### src/hw/cmdPkg.sv
`default_nettype none

//////////////////////////////////////////////////////////////////////
// Command word layout and response codes
//////////////////////////////////////////////////////////////////////

package cmdPkg;

  // Opcode sits in the top nibble of every command word
  // Values outside this set are answered with NACK
  typedef enum logic [3:0] {
    CAL    = 4'h2,
    MOVE   = 4'h4,
    SETPOS = 4'h6
  } opcodeT;

  // Move view of the word
  // Heading in turn units, then squares to travel
  typedef struct packed {
    opcodeT     opcode;
    logic [7:0] heading;
    logic [3:0] squares;
  } moveCmdT;

  // Set-position view of the word
  typedef struct packed {
    opcodeT     opcode;
    logic [4:0] rsvdHi;
    logic [2:0] xx;
    logic       rsvdLo;
    logic [2:0] yy;
  } posCmdT;

  // One 16-bit word, read through whichever view the opcode selects
  typedef union packed {
    moveCmdT mv;
    posCmdT  pos;
  } cmdWordT;

  // Response bytes
  localparam logic [7:0] ACK  = 8'hA5;
  localparam logic [7:0] NACK = 8'hEE;

  // Top two bits of the set-position echo, followed by xx and yy
  localparam logic [1:0] ECHO_TAG = 2'b01;

endpackage

`default_nettype wire

### src/hw/linkPkg.sv
`default_nettype none

//////////////////////////////////////////////////////////////////////
// Serial framing and motor drive types
//////////////////////////////////////////////////////////////////////

package linkPkg;

  // Line levels of an 8N1 frame
  localparam logic IDLE_LEVEL = 1'b1;
  localparam logic START_BIT  = 1'b0;
  localparam logic STOP_BIT   = 1'b1;

  // One frame as it leaves the shifter, start bit first (LSB)
  typedef struct packed {
    logic       stopBit;
    logic [7:0] data;
    logic       startBit;
  } uartFrameT;

  localparam int FRAME_BITS = $bits(uartFrameT);

  // Wheel direction
  typedef enum logic [1:0] {
    STOP = 2'b00,
    FWD  = 2'b01,
    REV  = 2'b10
  } dirT;

  typedef struct packed {
    dirT dir;
  } driveT;

endpackage

`default_nettype wire

### src/hw/KnightsTour.sv
`default_nettype none

module KnightsTour
  import cmdPkg::*;
  import linkPkg::*;
#(
  parameter int BAUD_DIV       = 16,
  parameter int PWM_BITS       = 6,
  parameter int DRIVE_DUTY     = 40,
  parameter int TURN_PERIODS   = 2,
  parameter int SQUARE_PERIODS = 3,
  parameter int CAL_PERIODS    = 4
) (
  input  logic clk,
  input  logic rstN,
  input  logic RX,
  output logic TX,
  output logic lftPwm1,
  output logic lftPwm2,
  output logic rghtPwm1,
  output logic rghtPwm2
);

  logic [7:0] rxByte;
  logic       rxRdy;
  cmdWordT    cmd;
  logic       cmdRdy;
  driveT      lftDrive;
  driveT      rghtDrive;
  logic       periodStart;
  logic [7:0] txByte;
  logic       txStart;
  logic       txBusy;

  //////////////////////////////////////////////////////////////////////
  // Host link
  //////////////////////////////////////////////////////////////////////

  uartRx #(.BAUD_DIV(BAUD_DIV)) uUartRx (
    .clk(clk), .rstN(rstN), .RX(RX), .rxByte(rxByte), .rxRdy(rxRdy)
  );

  cmdAssembler uCmdAssembler (
    .clk(clk), .rstN(rstN), .rxByte(rxByte), .rxRdy(rxRdy),
    .cmd(cmd), .cmdRdy(cmdRdy)
  );

  uartTx #(.BAUD_DIV(BAUD_DIV)) uUartTx (
    .clk(clk), .rstN(rstN), .txByte(txByte), .txStart(txStart),
    .TX(TX), .txBusy(txBusy)
  );

  //////////////////////////////////////////////////////////////////////
  // Control and wheels
  //////////////////////////////////////////////////////////////////////

  cmdProc #(
    .TURN_PERIODS(TURN_PERIODS),
    .SQUARE_PERIODS(SQUARE_PERIODS),
    .CAL_PERIODS(CAL_PERIODS)
  ) uCmdProc (
    .clk(clk), .rstN(rstN), .cmd(cmd), .cmdRdy(cmdRdy),
    .periodStart(periodStart), .txBusy(txBusy),
    .lftDrive(lftDrive), .rghtDrive(rghtDrive),
    .txByte(txByte), .txStart(txStart)
  );

  // Left wheel paces the sequencer
  motorPwm #(.PWM_BITS(PWM_BITS), .DRIVE_DUTY(DRIVE_DUTY)) uLftPwm (
    .clk(clk), .rstN(rstN), .drive(lftDrive),
    .pwm1(lftPwm1), .pwm2(lftPwm2), .periodStart(periodStart)
  );

  // Same counter phase as the left one, its pulse is not needed
  motorPwm #(.PWM_BITS(PWM_BITS), .DRIVE_DUTY(DRIVE_DUTY)) uRghtPwm (
    .clk(clk), .rstN(rstN), .drive(rghtDrive),
    .pwm1(rghtPwm1), .pwm2(rghtPwm2), .periodStart()
  );

endmodule

`default_nettype wire

### src/hw/cmdAssembler.sv
`default_nettype none

module cmdAssembler
  import cmdPkg::*;
(
  input  logic       clk,
  input  logic       rstN,
  input  logic [7:0] rxByte,
  input  logic       rxRdy,
  output cmdWordT    cmd,
  output logic       cmdRdy
);

  logic [7:0] highByte;
  // Set once the MSB of the pair has been taken
  logic       haveHigh;

  always_ff @(posedge clk or negedge rstN) begin
    if (!rstN) begin
      haveHigh <= 1'b0;
      cmdRdy   <= 1'b0;
    end else begin
      cmdRdy <= 1'b0;
      if (rxRdy) begin
        haveHigh <= !haveHigh;
        cmdRdy   <= haveHigh;
      end
    end
  end

  // Word is complete on the second byte
  always_ff @(posedge clk) begin
    if (rxRdy) begin
      if (haveHigh) begin
        cmd <= {highByte, rxByte};
      end else begin
        highByte <= rxByte;
      end
    end
  end

endmodule

`default_nettype wire

### src/hw/cmdProc.sv
`default_nettype none

module cmdProc
  import cmdPkg::*;
  import linkPkg::*;
#(
  parameter int TURN_PERIODS   = 2,
  parameter int SQUARE_PERIODS = 3,
  parameter int CAL_PERIODS    = 4
) (
  input  logic       clk,
  input  logic       rstN,
  input  cmdWordT    cmd,
  input  logic       cmdRdy,
  input  logic       periodStart,
  input  logic       txBusy,
  output driveT      lftDrive,
  output driveT      rghtDrive,
  output logic [7:0] txByte,
  output logic       txStart
);

  // Wide enough for 255 units times the largest period factor
  localparam int CNT_W = 8 + $clog2(TURN_PERIODS + SQUARE_PERIODS + CAL_PERIODS + 1);

  typedef enum logic [2:0] {
    IDLE,
    CALIB,
    TURN,
    DRIVE,
    RESPOND,
    WAIT_TX
  } stateT;

  stateT            state;
  logic [CNT_W-1:0] periodCnt;
  logic [CNT_W-1:0] turnLen;
  logic [CNT_W-1:0] driveLen;
  logic [CNT_W-1:0] drivePeriods;
  logic [7:0]       respCode;
  logic             echoSel;
  logic [5:0]       curPos;
  logic             accept;
  logic             txReady;

  //////////////////////////////////////////////////////////////////////
  // Decode
  //////////////////////////////////////////////////////////////////////

  // Anything arriving outside idle is dropped
  assign accept = cmdRdy && (state == IDLE);
  // Also covers the cycle txStart is up but busy not yet set
  assign txReady = !txBusy && !txStart;

  // Phase lengths in whole PWM periods
  assign turnLen  = CNT_W'(cmd.mv.heading) * CNT_W'(TURN_PERIODS);
  assign driveLen = CNT_W'(cmd.mv.squares) * CNT_W'(SQUARE_PERIODS);

  // Captured on accept, the assembler may overwrite cmd mid-move
  always_ff @(posedge clk) begin
    if (accept) begin
      drivePeriods <= driveLen;
      echoSel      <= (cmd.mv.opcode == SETPOS);
      respCode     <= (cmd.mv.opcode == CAL || cmd.mv.opcode == MOVE) ? ACK : NACK;
      if (cmd.pos.opcode == SETPOS) begin
        curPos <= {cmd.pos.xx, cmd.pos.yy};
      end
    end
  end

  // Echo of the stored square, or the plain code
  assign txByte = echoSel ? {ECHO_TAG, curPos} : respCode;

  //////////////////////////////////////////////////////////////////////
  // Sequencer
  //////////////////////////////////////////////////////////////////////

  // periodStart marks the cycle where the motor latches its drive,
  // so each one seen in a phase state commits one period of that phase
  always_ff @(posedge clk or negedge rstN) begin
    if (!rstN) begin
      state     <= IDLE;
      periodCnt <= '0;
      txStart   <= 1'b0;
    end else begin
      txStart <= 1'b0;
      case (state)
        IDLE: begin
          if (cmdRdy) begin
            case (cmd.mv.opcode)
              CAL: begin
                state     <= CALIB;
                periodCnt <= CNT_W'(CAL_PERIODS);
              end
              MOVE: begin
                // Zero-length phases are skipped outright
                if (turnLen != '0) begin
                  state     <= TURN;
                  periodCnt <= turnLen;
                end else if (driveLen != '0) begin
                  state     <= DRIVE;
                  periodCnt <= driveLen;
                end else begin
                  state <= RESPOND;
                end
              end
              // Set-position and invalid answer right away
              default: begin
                if (txReady) begin
                  txStart <= 1'b1;
                end else begin
                  state <= WAIT_TX;
                end
              end
            endcase
          end
        end
        CALIB, TURN, DRIVE: begin
          if (periodStart) begin
            if (periodCnt > CNT_W'(1)) begin
              periodCnt <= periodCnt - 1'b1;
            end else if (state == TURN && drivePeriods != '0) begin
              state     <= DRIVE;
              periodCnt <= drivePeriods;
            end else begin
              state <= RESPOND;
            end
          end
        end
        // Last active period ends at the next wrap, motors latch stop
        RESPOND: begin
          if (periodStart) begin
            state <= WAIT_TX;
          end
        end
        // Hold off until the transmitter is free
        WAIT_TX: begin
          if (txReady) begin
            txStart <= 1'b1;
            state   <= IDLE;
          end
        end
        default: state <= IDLE;
      endcase
    end
  end

  // Turn spins in place, left forward and right reverse
  always_comb begin
    lftDrive.dir  = STOP;
    rghtDrive.dir = STOP;
    case (state)
      TURN: begin
        lftDrive.dir  = FWD;
        rghtDrive.dir = REV;
      end
      DRIVE: begin
        lftDrive.dir  = FWD;
        rghtDrive.dir = FWD;
      end
      default: begin
        lftDrive.dir  = STOP;
        rghtDrive.dir = STOP;
      end
    endcase
  end

endmodule

`default_nettype wire

### src/hw/motorPwm.sv
`default_nettype none

module motorPwm
  import linkPkg::*;
#(
  parameter int PWM_BITS   = 6,
  parameter int DRIVE_DUTY = 40
) (
  input  logic  clk,
  input  logic  rstN,
  input  driveT drive,
  output logic  pwm1,
  output logic  pwm2,
  output logic  periodStart
);

  logic [PWM_BITS-1:0] pwmCnt;
  // Direction in force for the current period
  driveT               activeDrive;
  logic                highTime;

  // Last count before the wrap, the new period begins on the next edge
  assign periodStart = (pwmCnt == '1);

  always_ff @(posedge clk or negedge rstN) begin
    if (!rstN) begin
      pwmCnt          <= '0;
      activeDrive.dir <= STOP;
    end else begin
      pwmCnt <= pwmCnt + 1'b1;
      // Only whole pulses reach the pins
      if (periodStart) begin
        activeDrive <= drive;
      end
    end
  end

  // High for counts 0 up to DRIVE_DUTY - 1
  assign highTime = 32'(pwmCnt) < DRIVE_DUTY;

  // Forward on pwm1, reverse on pwm2, stop keeps both low
  assign pwm1 = highTime && (activeDrive.dir == FWD);
  assign pwm2 = highTime && (activeDrive.dir == REV);

endmodule

`default_nettype wire

### src/hw/uartRx.sv
`default_nettype none

module uartRx
  import linkPkg::*;
#(
  parameter int BAUD_DIV = 16
) (
  input  logic       clk,
  input  logic       rstN,
  input  logic       RX,
  output logic [7:0] rxByte,
  output logic       rxRdy
);

  localparam int CNT_W = $clog2(BAUD_DIV) + 1;
  // First wait lands in the middle of the start bit
  localparam logic [CNT_W-1:0] HALF_BIT = CNT_W'(BAUD_DIV / 2 - 1);
  localparam logic [CNT_W-1:0] FULL_BIT = CNT_W'(BAUD_DIV - 1);
  localparam logic [3:0] LAST_BIT = 4'(FRAME_BITS - 1);

  logic             rxMeta;
  logic             rxSync;
  logic             rxPrev;
  logic             busy;
  logic [CNT_W-1:0] baudCnt;
  logic [3:0]       bitIdx;
  logic             sampleNow;
  logic             startEdge;
  logic [7:0]       shiftReg;

  // Two flops against metastability, third for edge detect
  always_ff @(posedge clk or negedge rstN) begin
    if (!rstN) begin
      rxMeta <= IDLE_LEVEL;
      rxSync <= IDLE_LEVEL;
      rxPrev <= IDLE_LEVEL;
    end else begin
      rxMeta <= RX;
      rxSync <= rxMeta;
      rxPrev <= rxSync;
    end
  end

  assign startEdge = (rxPrev == IDLE_LEVEL) && (rxSync == START_BIT);
  assign sampleNow = busy && (baudCnt == '0);

  // Bit timing, index 0 is the start bit, LAST_BIT the stop bit
  always_ff @(posedge clk or negedge rstN) begin
    if (!rstN) begin
      busy    <= 1'b0;
      baudCnt <= '0;
      bitIdx  <= '0;
      rxRdy   <= 1'b0;
    end else begin
      rxRdy <= 1'b0;
      if (!busy) begin
        if (startEdge) begin
          busy    <= 1'b1;
          baudCnt <= HALF_BIT;
          bitIdx  <= '0;
        end
      end else if (!sampleNow) begin
        baudCnt <= baudCnt - 1'b1;
      end else begin
        baudCnt <= FULL_BIT;
        bitIdx  <= bitIdx + 1'b1;
        // Glitch on the line, start bit gone by mid-bit
        if (bitIdx == '0 && rxSync != START_BIT) begin
          busy <= 1'b0;
        end
        // Bad stop bit drops the frame silently
        if (bitIdx == LAST_BIT) begin
          busy  <= 1'b0;
          rxRdy <= (rxSync == STOP_BIT);
        end
      end
    end
  end

  // Data arrives LSB first, shift in from the top
  always_ff @(posedge clk) begin
    if (sampleNow && bitIdx != '0 && bitIdx != LAST_BIT) begin
      shiftReg <= {rxSync, shiftReg[7:1]};
    end
  end

  assign rxByte = shiftReg;

endmodule

`default_nettype wire

### src/hw/uartTx.sv
`default_nettype none

module uartTx
  import linkPkg::*;
#(
  parameter int BAUD_DIV = 16
) (
  input  logic       clk,
  input  logic       rstN,
  input  logic [7:0] txByte,
  input  logic       txStart,
  output logic       TX,
  output logic       txBusy
);

  localparam int CNT_W = $clog2(BAUD_DIV) + 1;
  localparam logic [CNT_W-1:0] FULL_BIT = CNT_W'(BAUD_DIV - 1);
  localparam logic [3:0] LAST_BIT = 4'(FRAME_BITS - 1);

  uartFrameT             frame;
  logic [FRAME_BITS-1:0] shiftReg;
  logic [CNT_W-1:0]      baudCnt;
  logic [3:0]            bitIdx;

  assign frame = '{stopBit: STOP_BIT, data: txByte, startBit: START_BIT};

  // Bit 0 of the shifter is the line, so reset leaves TX idle high
  always_ff @(posedge clk or negedge rstN) begin
    if (!rstN) begin
      txBusy   <= 1'b0;
      baudCnt  <= '0;
      bitIdx   <= '0;
      shiftReg <= {FRAME_BITS{IDLE_LEVEL}};
    end else if (!txBusy) begin
      if (txStart) begin
        txBusy   <= 1'b1;
        shiftReg <= frame;
        baudCnt  <= FULL_BIT;
        bitIdx   <= '0;
      end
    end else if (baudCnt != '0) begin
      baudCnt <= baudCnt - 1'b1;
    end else if (bitIdx == LAST_BIT) begin
      // Stop bit has had its full time
      txBusy <= 1'b0;
    end else begin
      // Idle level fills in behind the frame
      shiftReg <= {IDLE_LEVEL, shiftReg[FRAME_BITS-1:1]};
      bitIdx   <= bitIdx + 1'b1;
      baudCnt  <= FULL_BIT;
    end
  end

  assign TX = shiftReg[0];

endmodule

`default_nettype wire

### config.mk
export PLATFORM = sky130hd
export DESIGN_NAME = KnightsTour
export DESIGN_NICKNAME = d
export VERILOG_FILES = /design/src/hw/cmdPkg.sv /design/src/hw/linkPkg.sv /design/src/hw/KnightsTour.sv /design/src/hw/cmdAssembler.sv /design/src/hw/cmdProc.sv /design/src/hw/motorPwm.sv /design/src/hw/uartRx.sv /design/src/hw/uartTx.sv
export SDC_FILE = /design/constraint.sdc
export NUM_CORES = 1
export LEC_CHECK = 0
export ABC_AREA = 1
export BUFFER_PORTS_ARGS = -buffer_cell sky130_fd_sc_hd__buf_2
export CORE_MARGIN = 2
export CORE_UTILIZATION = 60
export CTS_CLUSTER_SIZE = 30
export DETAILED_ROUTE_END_ITERATION = 16
export GPL_TIMING_DRIVEN = 0
export PLACE_DENSITY = 0.85
export SETUP_SLACK_MARGIN = 0.5
export SYNTH_ARGS = -nofsm -noshare
export SYNTH_HDL_FRONTEND = slang
export SYNTH_HIERARCHICAL = 1
export SYNTH_SLANG_ARGS = --single-unit
### constraint.sdc
create_clock -name clk -period 4.9 [get_ports clk]
set_clock_uncertainty 0.2 [all_clocks]
set_input_delay 1.47 -clock clk [delete_from_list [all_inputs] [get_ports clk]]
set_output_delay 1.47 -clock clk [all_outputs]
set_load 0.01 [all_outputs]
==> metrics.md, run 1 <==
| Metric | Value |
|---|---|
| Power per cell area | 379 nW/um^2 |
| Post-Syn Area per Cell | 9.08 sq um |
| Worst EP required | 3.23 ns |
| Fin. Hold Viols | 0 |
| Crit path capture type | output port |
| Slew Limit Fails | 0 |
| # IOs | 8 |
| GPL Wtd Cong | 0.941 |
| Initial antenna violation count | 0 |
| Total power | 0.00255 W |
| Post-route cell area | 6710 sq um |
| Area growth syn-to-layout | 14.1% |
| Max Cap Violations | 0 |
| Critical Path Fanout Max | 3 |
| Die height | 103 microns |
| Gr usage total | 23.8% |
| Die X | 103 microns |
| Bufs and invs on worst path | 2 |
| Via-to-Cell Ratio | 5.26 |
| DP Area | 6080 sq um |
| First-pass GRT wire length | 19.3 mm |
| H-Tree Depth | 4 |
| Slew at the pin with the worst max-slew slack | 1.03 ns |
| Nets | 695 |
| Crit path depth | 4 |
| Wirelength per Cell | 13.8 microns |
| Ant. Diodes | 0 |
| Vias in the first global route | 4268 |
| F_max | 324 MHz |
| Post-DP HPWL | 7.71 mm |
| Worst hold path type | reg2reg |
| DRC Markers | 0 |
| CTS Buf Count | 17 |
| CTS clk-pin slew, worst paths | 0.05 ns |
| Overflow after GRT | 0 |
| Slew headroom | 30.9% |
| Crit path kind | reg2out |
| # rows | 36 |
| Status | complete, no violations |
| Clock Latency Late Sink | 0.51 ns |
| Crit path launch type | flop |
| Setup tns final | 0 ns |
| Drt pass-1 iters | 5 |
| Unrepaired setup endpoints after global routing | no |
| Via count | 4315 |
| Leak | 3.18 nW |
| Post_cts resized | 0 |
| Layout cells sized above 1 | 18.5% |
| Die area | 10600 sq um |
| Arrival time of the worst setup path | 1.41 ns |
| Core area | 9640 sq um |
| Ys Warns | 6 |
| Synth Instances | 648 |
| Netlist Area Pre-Place | 5880 sq um |
| Setup violations, final | 0 |
| Starting DRT DRC Count | 258 |
| Syn Nets | 669 |
| Final Cycle Share | 62.9% |
| Worst Reg-to-Reg Cells | 11 |
| # clock sinks | 114 |
| Post-CTS setup buffer count | 0 |
| Hold_buf cts | 0 |
| Routed Antenna Nets | 0 |
| CTS tree | yes |
| Largest net degree at the start of global routing | 68 |
| Largest stage delay on the critical path | 0.39 ns |
| Final wirelength | 11.3 mm |
| CP top delay family | flip-flops |
| Buffers added on ports | 7 |
| Hold path depth | 0 |
| Critical path cell sequence | inv_1 > a21oi_1 > nor2_1 > buf_2 |
| Maximum VDD drop | 0.334 mV |
| Clock Tree Buf Depth | 2 |
| Final min period | 3.08 ns |
| Initial Util | 61.0% |
| Root buffer cell | clkbuf_8 |
| Crit-path slowest cell | dfrtp_1 |
-- flip-flops by register name, summed over array words and instances, names as in the netlist, 3 cells and up --
name	count
uUartRx/rxByte	8
uUartTx/baudCnt	5
uCmdProc/state	3
uRghtPwm/pwmCnt	6
uCmdProc/periodCnt	12
uUartTx/shiftReg	9
uCmdAssembler/cmd	16
uCmdProc/curPos	6
uCmdProc/drivePeriods	6
uCmdAssembler/highByte	8
uUartTx/bitIdx	4
uLftPwm/pwmCnt	6
uUartRx/bitIdx	4
uUartRx/baudCnt	5
-- placed cells by master (no fill, tap or decap), types with 7 or more instances in the layout --
cell and instances:
a21oi_1 11, buf_2 7, clkbuf_16 16, dfrtp_1 55
dfstp_2 12, edfxtp_1 47, ha_1 17, inv_1 70
inv_2 12, mux2i_1 7, nand2_1 195, nand2_2 10
nand3_1 39, nor2_1 53, nor2_2 13, o21ai_0 10
o21ai_2 15, xor2_1 9
-- through the flow --
stage	util [%]	setup WS, ns	hold slack [ns]	cells
after floorplan	-	2.51	0.145	648
after global placement	63.1	1.88	0.149	788
after detailed placement	63.1	2.36	0.153	788
after CTS	69.6	1.80	0.164	820
after global routing	69.6	1.71	0.167	820
final	69.6	1.82	0.161	820
-- layer usage --
layer | track usage, % | wire length [microns]
met4 | 9.51 | 248
met1 | 29.4 | 4930
met5 | 0 | 0
met2 | 40.3 | 5710
met3 | 5.83 | 407
-- cell type report --
class,count,area (sq um)
plain buffers,8,83.8
clock buffers,21,439
clock inverters,11,185
fillers,677,2930
inverters,82,308
multi-input cells,444,2390
flip-flops and latches,114,3100
well taps,133,166
repair buffers,7,37.5
-- power breakdown --
| group | internal (W) | switching [W] |
|---|---|---|
| Combinational | 0.0000646 | 0.000117 |
| Sequential | 0.00104 | 0.0000396 |
| Clock | 0.000885 | 0.000403 |
| Total | 0.00199 | 0.000559 |
-- worst paths after layout --
| path | slack (ns) | end | startpoint |
|---|---|---|---|
| max | 1.82 | lftPwm1 | uLftPwm/pwmCnt[3]$_DFF_PN0_ |
| min | 0.16 | uUartRx/rxSync$_DFF_PN1_ | uUartRx/rxMeta$_DFF_PN1_ |
| max reg2reg | 2.38 | uCmdProc/periodCnt[4]$_DFFE_PN0P_ | uCmdAssembler/cmd[0]$_DFFE_PP_ |
| min reg2reg | 0.16 | uUartRx/rxSync$_DFF_PN1_ | uUartRx/rxMeta$_DFF_PN1_ |
| max in group asynchronous | 3.08 | uLftPwm/activeDrive[1]$_DFFE_PN0N_ | rstN |
| min in group asynchronous | 0.88 | uUartTx/txBusy$_DFF_PN0_ | rstN |
Power figures use the tool's default switching activity.
==> run 2, diff against run 1 <==
==> constraint.sdc (replaced) <==
create_clock -name clk -period 3.1 [get_ports clk]
set_clock_uncertainty 0.2 [all_clocks]
set_input_delay 0.93 -clock clk [delete_from_list [all_inputs] [get_ports clk]]
set_output_delay 0.93 -clock clk [all_outputs]
set_load 0.01 [all_outputs]
==> metrics.md, run 2 (synthesis gave the netlist of run 1 again) <==
| Metric | Value |
|---|---|
| F_max | 400 MHz |
| Setup tns final | 0 ns |
| Slew Limit Fails | 0 |
| Post-route cell area | 6740 sq um |
| Commonest cells after routing, fill and taps aside | nand2_1, inv_1, dfrtp_1 |
| Initial antenna violation count | 0 |
| DRC Markers | 0 |
| Core area | 9640 sq um |
| Drt pass-1 iters | 5 |
| Gr usage total | 23.8% |
| Area growth syn-to-layout | 14.6% |
| DR top layer | met4 |
| Slew headroom | 31.4% |
| Layout cells sized above 1 | 19.1% |
| Die area | 10600 sq um |
| Routed Antenna Nets | 0 |
| Ant. Diodes | 0 |
| Hold_buf cts | 0 |
| Nets | 698 |
| Metal1 wirelength | 4.84 mm |
| Initial Util | 61.0% |
| Unrepaired setup endpoints after global routing | no |
| Final Cycle Share | 80.6% |
| Buffers added on ports | 7 |
| Top Registers | uCmdAssembler/cmd: 16 flops, uCmdProc/periodCnt: 12 flops, uUartTx/shiftReg: 9 flops |
| Largest Register | uCmdAssembler/cmd |
| Status | complete, no violations |
| Leak | 3.19 nW |
| H-Tree Depth | 4 |
| Setup violations, final | 0 |
| Clock Tree Buf Depth | 2 |
| Worst hold path type | reg2reg |
| Crit path capture type | output port |
| Crit path launch type | flop |
| # clock sinks | 114 |
| Overflow after GRT | 0 |
| CTS tree | yes |
| Largest net degree at the start of global routing | 68 |
| First-pass GRT wire length | 19.3 mm |
| Fin. Hold Viols | 0 |
| Number of flip-flops in the largest register | 16 |
| Post-DP HPWL | 7.71 mm |
| # rows | 36 |
| Filler instances | 675 |
| Maximum VDD drop | 0.530 mV |
| Die height | 103 microns |
| Final min period | 2.50 ns |
| Arrival time of the worst setup path | 1.37 ns |
| Clock Latency Late Sink | 0.51 ns |
| GPL Wtd Cong | 0.941 |
| Power per cell area | 597 nW/um^2 |
| Via-to-Cell Ratio | 5.29 |
| Met2 WL post-DR | 5.82 mm |
| Critical Path Fanout Max | 3 |
| Vias in the first global route | 4268 |
| Starting DRT DRC Count | 327 |
| Routed met3 length | 485 microns |
| # IOs | 8 |
| Crit path kind | reg2out |
| CTS clk-pin slew, worst paths | 0.05 ns |
| Most common cell after layout, fill and taps aside | nand2_1 |
| Worst EP required | 1.97 ns |
| DP Area | 6080 sq um |
| Root buffer cell | clkbuf_8 |
| Wirelength per Cell | 13.8 microns |
| Via count | 4350 |
| CTS Buf Count | 17 |
| Final wirelength | 11.4 mm |
| Max Cap Violations | 0 |
| Slew at the pin with the worst max-slew slack | 1.02 ns |
| Die X | 103 microns |
==> run 2: cell types whose count changed in the layout (fill, tap and decap cells not counted), sizes merged <==
cell / before / now
buf: 15 / 18
==> run 2: cell type report <==
cell class,instances,area [sq um],share of cell area [%]
Inverter,82,308,4.57
Buffer,8,83.8,1.24
Timing Repair Buffer,10,60.1,0.891
Multi-Input combinational cell,444,2390,35.5
Tap cell,133,166,2.47
Clock buffer,21,439,6.52
Sequential cell,114,3100,46.1
Clock inverter,11,185,2.75
==> run 2: final timing paths <==
kind / from / to / slack, ns / depth (start not counted)
setup reg to reg: uCmdAssembler/cmd[1]$_DFFE_PP_ / uCmdProc/periodCnt[4]$_DFFE_PN0P_ / 0.65 / 11
max in group asynchronous: rstN / uLftPwm/pwmCnt[4]$_DFF_PN0_ / 1.82 / 1
min in group asynchronous: rstN / uUartTx/txBusy$_DFF_PN0_ / 0.33 / 1
hold / removal: uUartRx/rxMeta$_DFF_PN1_ / uUartRx/rxSync$_DFF_PN1_ / 0.16 / 0
setup / recovery: uLftPwm/pwmCnt[3]$_DFF_PN0_ / lftPwm1 / 0.60 / 4
hold reg to reg: uUartRx/rxMeta$_DFF_PN1_ / uUartRx/rxSync$_DFF_PN1_ / 0.16 / 0
==> run 2: power by group <==
group	leakage, nW	switching [W]	internal [W]	total (W)
clock	0.293	0.000636	0.00140	0.00203
combinational	1.63	0.000184	0.000102	0.000286
sequential	1.27	0.0000619	0.00164	0.00170
total	3.19	0.000882	0.00314	0.00402
==> run 2: routing by layer <==
layer  up-vias  global-route usage [%]
li1       2134                       -
met1      2070                    29.4
met2       124                    40.3
met3        22                    5.83
met4         0                    9.51
met5         -                       0
==> run 2: timing repair <==
item | in CTS | in global routing
setup endpoints to repair | 0 | 12
gates resized for setup | 0 | 2
setup buffers | 0 | 3
==> run 2: metrics by stage <==
| step | power [W] | hold slack (ns) | setup WS (ns) | std cells | utilization, % |
|---|---|---|---|---|---|
| floorplan | 0.00193 | 0.145 | 0.910 | 648 | - |
| detailed placement | 0.00201 | 0.153 | 0.594 | 788 | 63.1 |
| finish | 0.00402 | 0.161 | 0.601 | 823 | 69.9 |
| global route | 0.00416 | 0.167 | 0.496 | 823 | 69.9 |
| CTS | 0.00406 | 0.164 | 0.539 | 820 | 69.6 |
| global placement | 0.00198 | 0.149 | 0.618 | 788 | 63.1 |
==> run 2: critical path: stages (launching register included) <==
cell and delay (ns):
dfrtp_1 0.40, inv_1 0.11, a21oi_2 0.18, nor2_1 0.05, buf_2 0.13
==> run 3, diff against run 2 <==
--- a/config.mk
+++ b/config.mk
@@ -5,10 +5,10 @@
 export SDC_FILE = /design/constraint.sdc
 export NUM_CORES = 1
 export LEC_CHECK = 0
-export ABC_AREA = 1
+export ABC_AREA = 0
 export BUFFER_PORTS_ARGS = -buffer_cell sky130_fd_sc_hd__buf_2
 export CORE_MARGIN = 2
-export CORE_UTILIZATION = 60
+export CORE_UTILIZATION = 57
 export CTS_CLUSTER_SIZE = 30
 export DETAILED_ROUTE_END_ITERATION = 16
 export GPL_TIMING_DRIVEN = 0
==> constraint.sdc (replaced) <==
create_clock -name clk -period 2.29 [get_ports clk]
set_clock_uncertainty 0.2 [all_clocks]
set_input_delay 0.687 -clock clk [delete_from_list [all_inputs] [get_ports clk]]
set_output_delay 0.687 -clock clk [all_outputs]
set_load 0.01 [all_outputs]
==> metrics.md, run 3 <==
| Metric | Value |
|---|---|
| Critical path cell sequence | ha_2 > inv_2 > fa_2 > or3_4 > a211o_1 > a2111oi_4 > or2_4 > buf_12 > mux2_4 |
| Final wirelength | 15.1 mm |
| Top Registers | uCmdAssembler/cmd: 16 flops, uCmdProc/periodCnt: 12 flops, uUartTx/shiftReg: 9 flops |
| Post-DP HPWL | 7.53 mm |
| #FFs+latches synth | 114 |
| Post-synth EDFFs | 47 |
| Root buffer cell | clkbuf_8 |
| Reg-to-Reg Start | uCmdAssembler/cmd[1]$_DFFE_PP_ |
| # clock sinks | 114 |
| Sequential-to-total area share from yosys stat | 55.5% |
| Seq pwr share | 42.7% |
| Final Cycle Share | 133% |
| Power per cell area | 731 nW/um^2 |
| Via-to-Cell Ratio | 6.59 |
| Clock Latency Late Sink | 0.53 ns |
| Ys Warns | 6 |
| Crit path launch type | flop |
| Max Cap Violations | 0 |
| Synth Flop Type | dfrtp_1 |
| Synth Instances | 479 |
| Post-synth ARST share | 58.8% |
| DP Area | 5850 sq um |
| Most common cell after layout, fill and taps aside | dfrtp_1 |
| # IOs | 8 |
| Crit path kind | reg2reg |
| Number of flip-flops in the largest register | 16 |
| Placed insts | 619 |
| Leak | 3.00 nW |
| Slew Limit Fails | 0 |
| Clock Tree Buf Depth | 2 |
| Gr usage total | 25.2% |
| Worst Reg-to-Reg Cells | 9 |
| Final min period | 3.04 ns |
| Nets | 577 |
| Sw Share | 23.6% |
| Part of the power in combinational logic | 8.2% |
| Syn Nets | 500 |
| Post-layout util | 75.8% |
| Hold path startpoint | RX |
| Arrival time of the worst setup path | 3.25 ns |
| Initial antenna violation count | 0 |
| Synth cell count leaders | dfrtp_1, edfxtp_1, a21oi_1, inv_1 |
| Pint | 0.00408 W |
| Fin. Hold Viols | 0 |
| P_sw | 0.00126 W |
| Slew headroom | 42.5% |
| Die area | 10600 sq um |
| Starting DRT DRC Count | 457 |
| CTS Buf Count | 17 |
| F_max | 329 MHz |
| Layout cells sized above 1 | 37.8% |
| Wirelength per Cell | 21.5 microns |
| Commonest cells after routing, fill and taps aside | dfrtp_1, edfxtp_1, buf_4 |
| First-pass GRT wire length | 20.2 mm |
| Drt pass-1 iters | 6 |
| Slew at the pin with the worst max-slew slack | 0.862 ns |
| Worst reg2reg endpoint | uCmdProc/periodCnt[4]$_DFFE_PN0P_ |
| Worst EP required | 2.50 ns |
| Largest net degree at the start of global routing | 68 |
| Setup violations, final | 18 |
| GPL Wtd Cong | 0.896 |
| Routed Antenna Nets | 0 |
| Status | complete, but fails checks |
| Vias in the first global route | 4257 |
| H-Tree Depth | 4 |
| Largest Register | uCmdAssembler/cmd |
| Final setup margin | -0.749 ns |
| Bufs and invs on worst path | 2 |
| Dominant cells by area after synthesis | edfxtp_1, dfrtp_1, dfstp_2 |
| Worst hold path type | in2reg |
| Crit-path slowest cell | edfxtp_1 |
| CP top delay family | compound AO/OA/AOI/OAI gates |
| Via count | 4626 |
| Reg-to-reg setup timing slack | -0.75 ns |
| Hold path depth | 1 |
| Violated checks | setup timing |
| Synth area leader | edfxtp_1 |
| Maximum VDD drop | 0.705 mV |
| Die X | 103 microns |
| Critical Path Fanout Max | 7 |
| DRC Markers | 0 |
| Area growth syn-to-layout | 30.7% |
| Buffers added on ports | 7 |
| Ant. Diodes | 0 |
| Overflow after GRT | 0 |
| # rows | 36 |
| Crit path capture type | flop |
| Die height | 103 microns |
| Netlist Area Pre-Place | 5590 sq um |
| Unrepaired setup endpoints after global routing | yes |
| Clock share of power | 49.1% |
| Synth top area share | 25.2% |
| CTS tree | yes |
| Initial Util | 58.0% |
| Hold_buf cts | 0 |
| Largest stage delay on the critical path | 0.44 ns |
| Final cell count without fillers | 702 |
| Hold EP | uUartRx/rxMeta$_DFF_PN1_ |
| CTS clk-pin slew, worst paths | 0.06 ns |
| Post-route cell area | 7310 sq um |
| Post-Syn Area per Cell | 11.7 sq um |
| Core area | 9640 sq um |
| Top-count cell post-synth | dfrtp_1 |
| Yosys cell types | 77 |
[run 3: changes by cell type in the layout (fill, tap and decap cells not counted), sizes merged, moves of 11 or more]
| cell | previous run | this run |
|---|---|---|
| o22ai | 0 | 15 |
| nand3 | 44 | 12 |
| inv | 82 | 27 |
| nand2 | 209 | 24 |
| nor2 | 71 | 21 |
| a21oi | 12 | 28 |
| mux2 | 0 | 15 |
| o31ai | 0 | 11 |
| buf | 18 | 68 |
[run 3: kinds of logic (layout without fill, tap and decap cells)]
logic type / after synthesis / after routing / synth area share [%]
AOI/OAI and AO/OA: 124 / 124 / 14.9
other: 1 / 1 / 0.0671
muxes: 20 / 20 / 4.32
DFF: 114 / 114 / 55.5
adders and majority gates: 18 / 18 / 4.16
buffers and inverters: 48 / 138 / 3.85
xor gates and xnor gates: 16 / 16 / 2.51
and+or+nand+nor: 138 / 138 / 14.7
[run 3: how the worst max path moves through the flow]
stage | startpoint | endpoint | slack [ns] | cells past startpoint
final | uCmdAssembler/cmd[1]$_DFFE_PP_ | uCmdProc/periodCnt[4]$_DFFE_PN0P_ | -0.75 | 9
after global routing | uCmdAssembler/cmd[2]$_DFFE_PP_ | uCmdProc/periodCnt[5]$_DFFE_PN0P_ | -0.77 | 8
after CTS | uCmdAssembler/cmd[1]$_DFFE_PP_ | uCmdProc/periodCnt[4]$_DFFE_PN0P_ | -0.67 | 9
after detailed placement | uCmdAssembler/cmd[1]$_DFFE_PP_ | uCmdProc/periodCnt[5]$_DFFE_PN0P_ | -1.02 | 9
after global placement | uCmdAssembler/cmd[0]$_DFFE_PP_ | uCmdProc/periodCnt[4]$_DFFE_PN0P_ | -0.95 | 9
after floorplan | uCmdAssembler/cmd[3]$_DFFE_PP_ | uCmdProc/periodCnt[4]$_DFFE_PN0P_ | -0.65 | 7
[run 3: stage by stage]
step / setup slack (ns) / hold WS, ns / TNS (ns) / power, W
after floorplan: -0.654 / 0.145 / -6.04 / 0.00254
after global placement: -0.952 / 0.147 / -10.35 / 0.00261
after detailed placement: -1.02 / 0.150 / -11.22 / 0.00263
after CTS: -0.672 / 0.0440 / -7.60 / 0.00528
after global routing: -0.769 / 0.0380 / -9.83 / 0.00551
final: -0.749 / 0.0634 / -9.11 / 0.00534
[run 3: layout make-up]
cell class / count / area (sq um)
flip-flops and latches: 114 / 3110
multi-input cells: 317 / 2690
fillers: 533 / 2330
repair buffers: 58 / 489
clock buffers: 19 / 422
plain buffers: 22 / 173
well taps: 133 / 166
clock inverters: 13 / 160
inverters: 26 / 97.6
[run 3: per-layer routing]
layer	vias to the layer above	routed length [microns]	track usage, %
met2	274	7790	42.5
met1	2310	5710	30.1
li1	1957	-	-
met5	-	0	0
met4	0	621	10.8
met3	85	942	7.59
[run 3: power groups by stage]
stage / Clock (W) / Sequential, W / Combinational (W)
2_1_floorplan: 0 / 0.00229 / 0.000251
3_3_place_gp: 0 / 0.00231 / 0.000301
3_5_place_dp: 0 / 0.00231 / 0.000323
4_1_cts: 0.00261 / 0.00227 / 0.000399
5_1_grt: 0.00273 / 0.00229 / 0.000488
6_report: 0.00262 / 0.00228 / 0.000440
[run 3: what timing repair did]
item / in CTS / in global routing
setup buffers: 31 / 19
pin swaps: 15 / 24
gates cloned: 0 / 1
gates resized for setup: 51 / 68
endpoints found under the setup margin: 54 / 57
hold endpoints to repair: 0 / 0
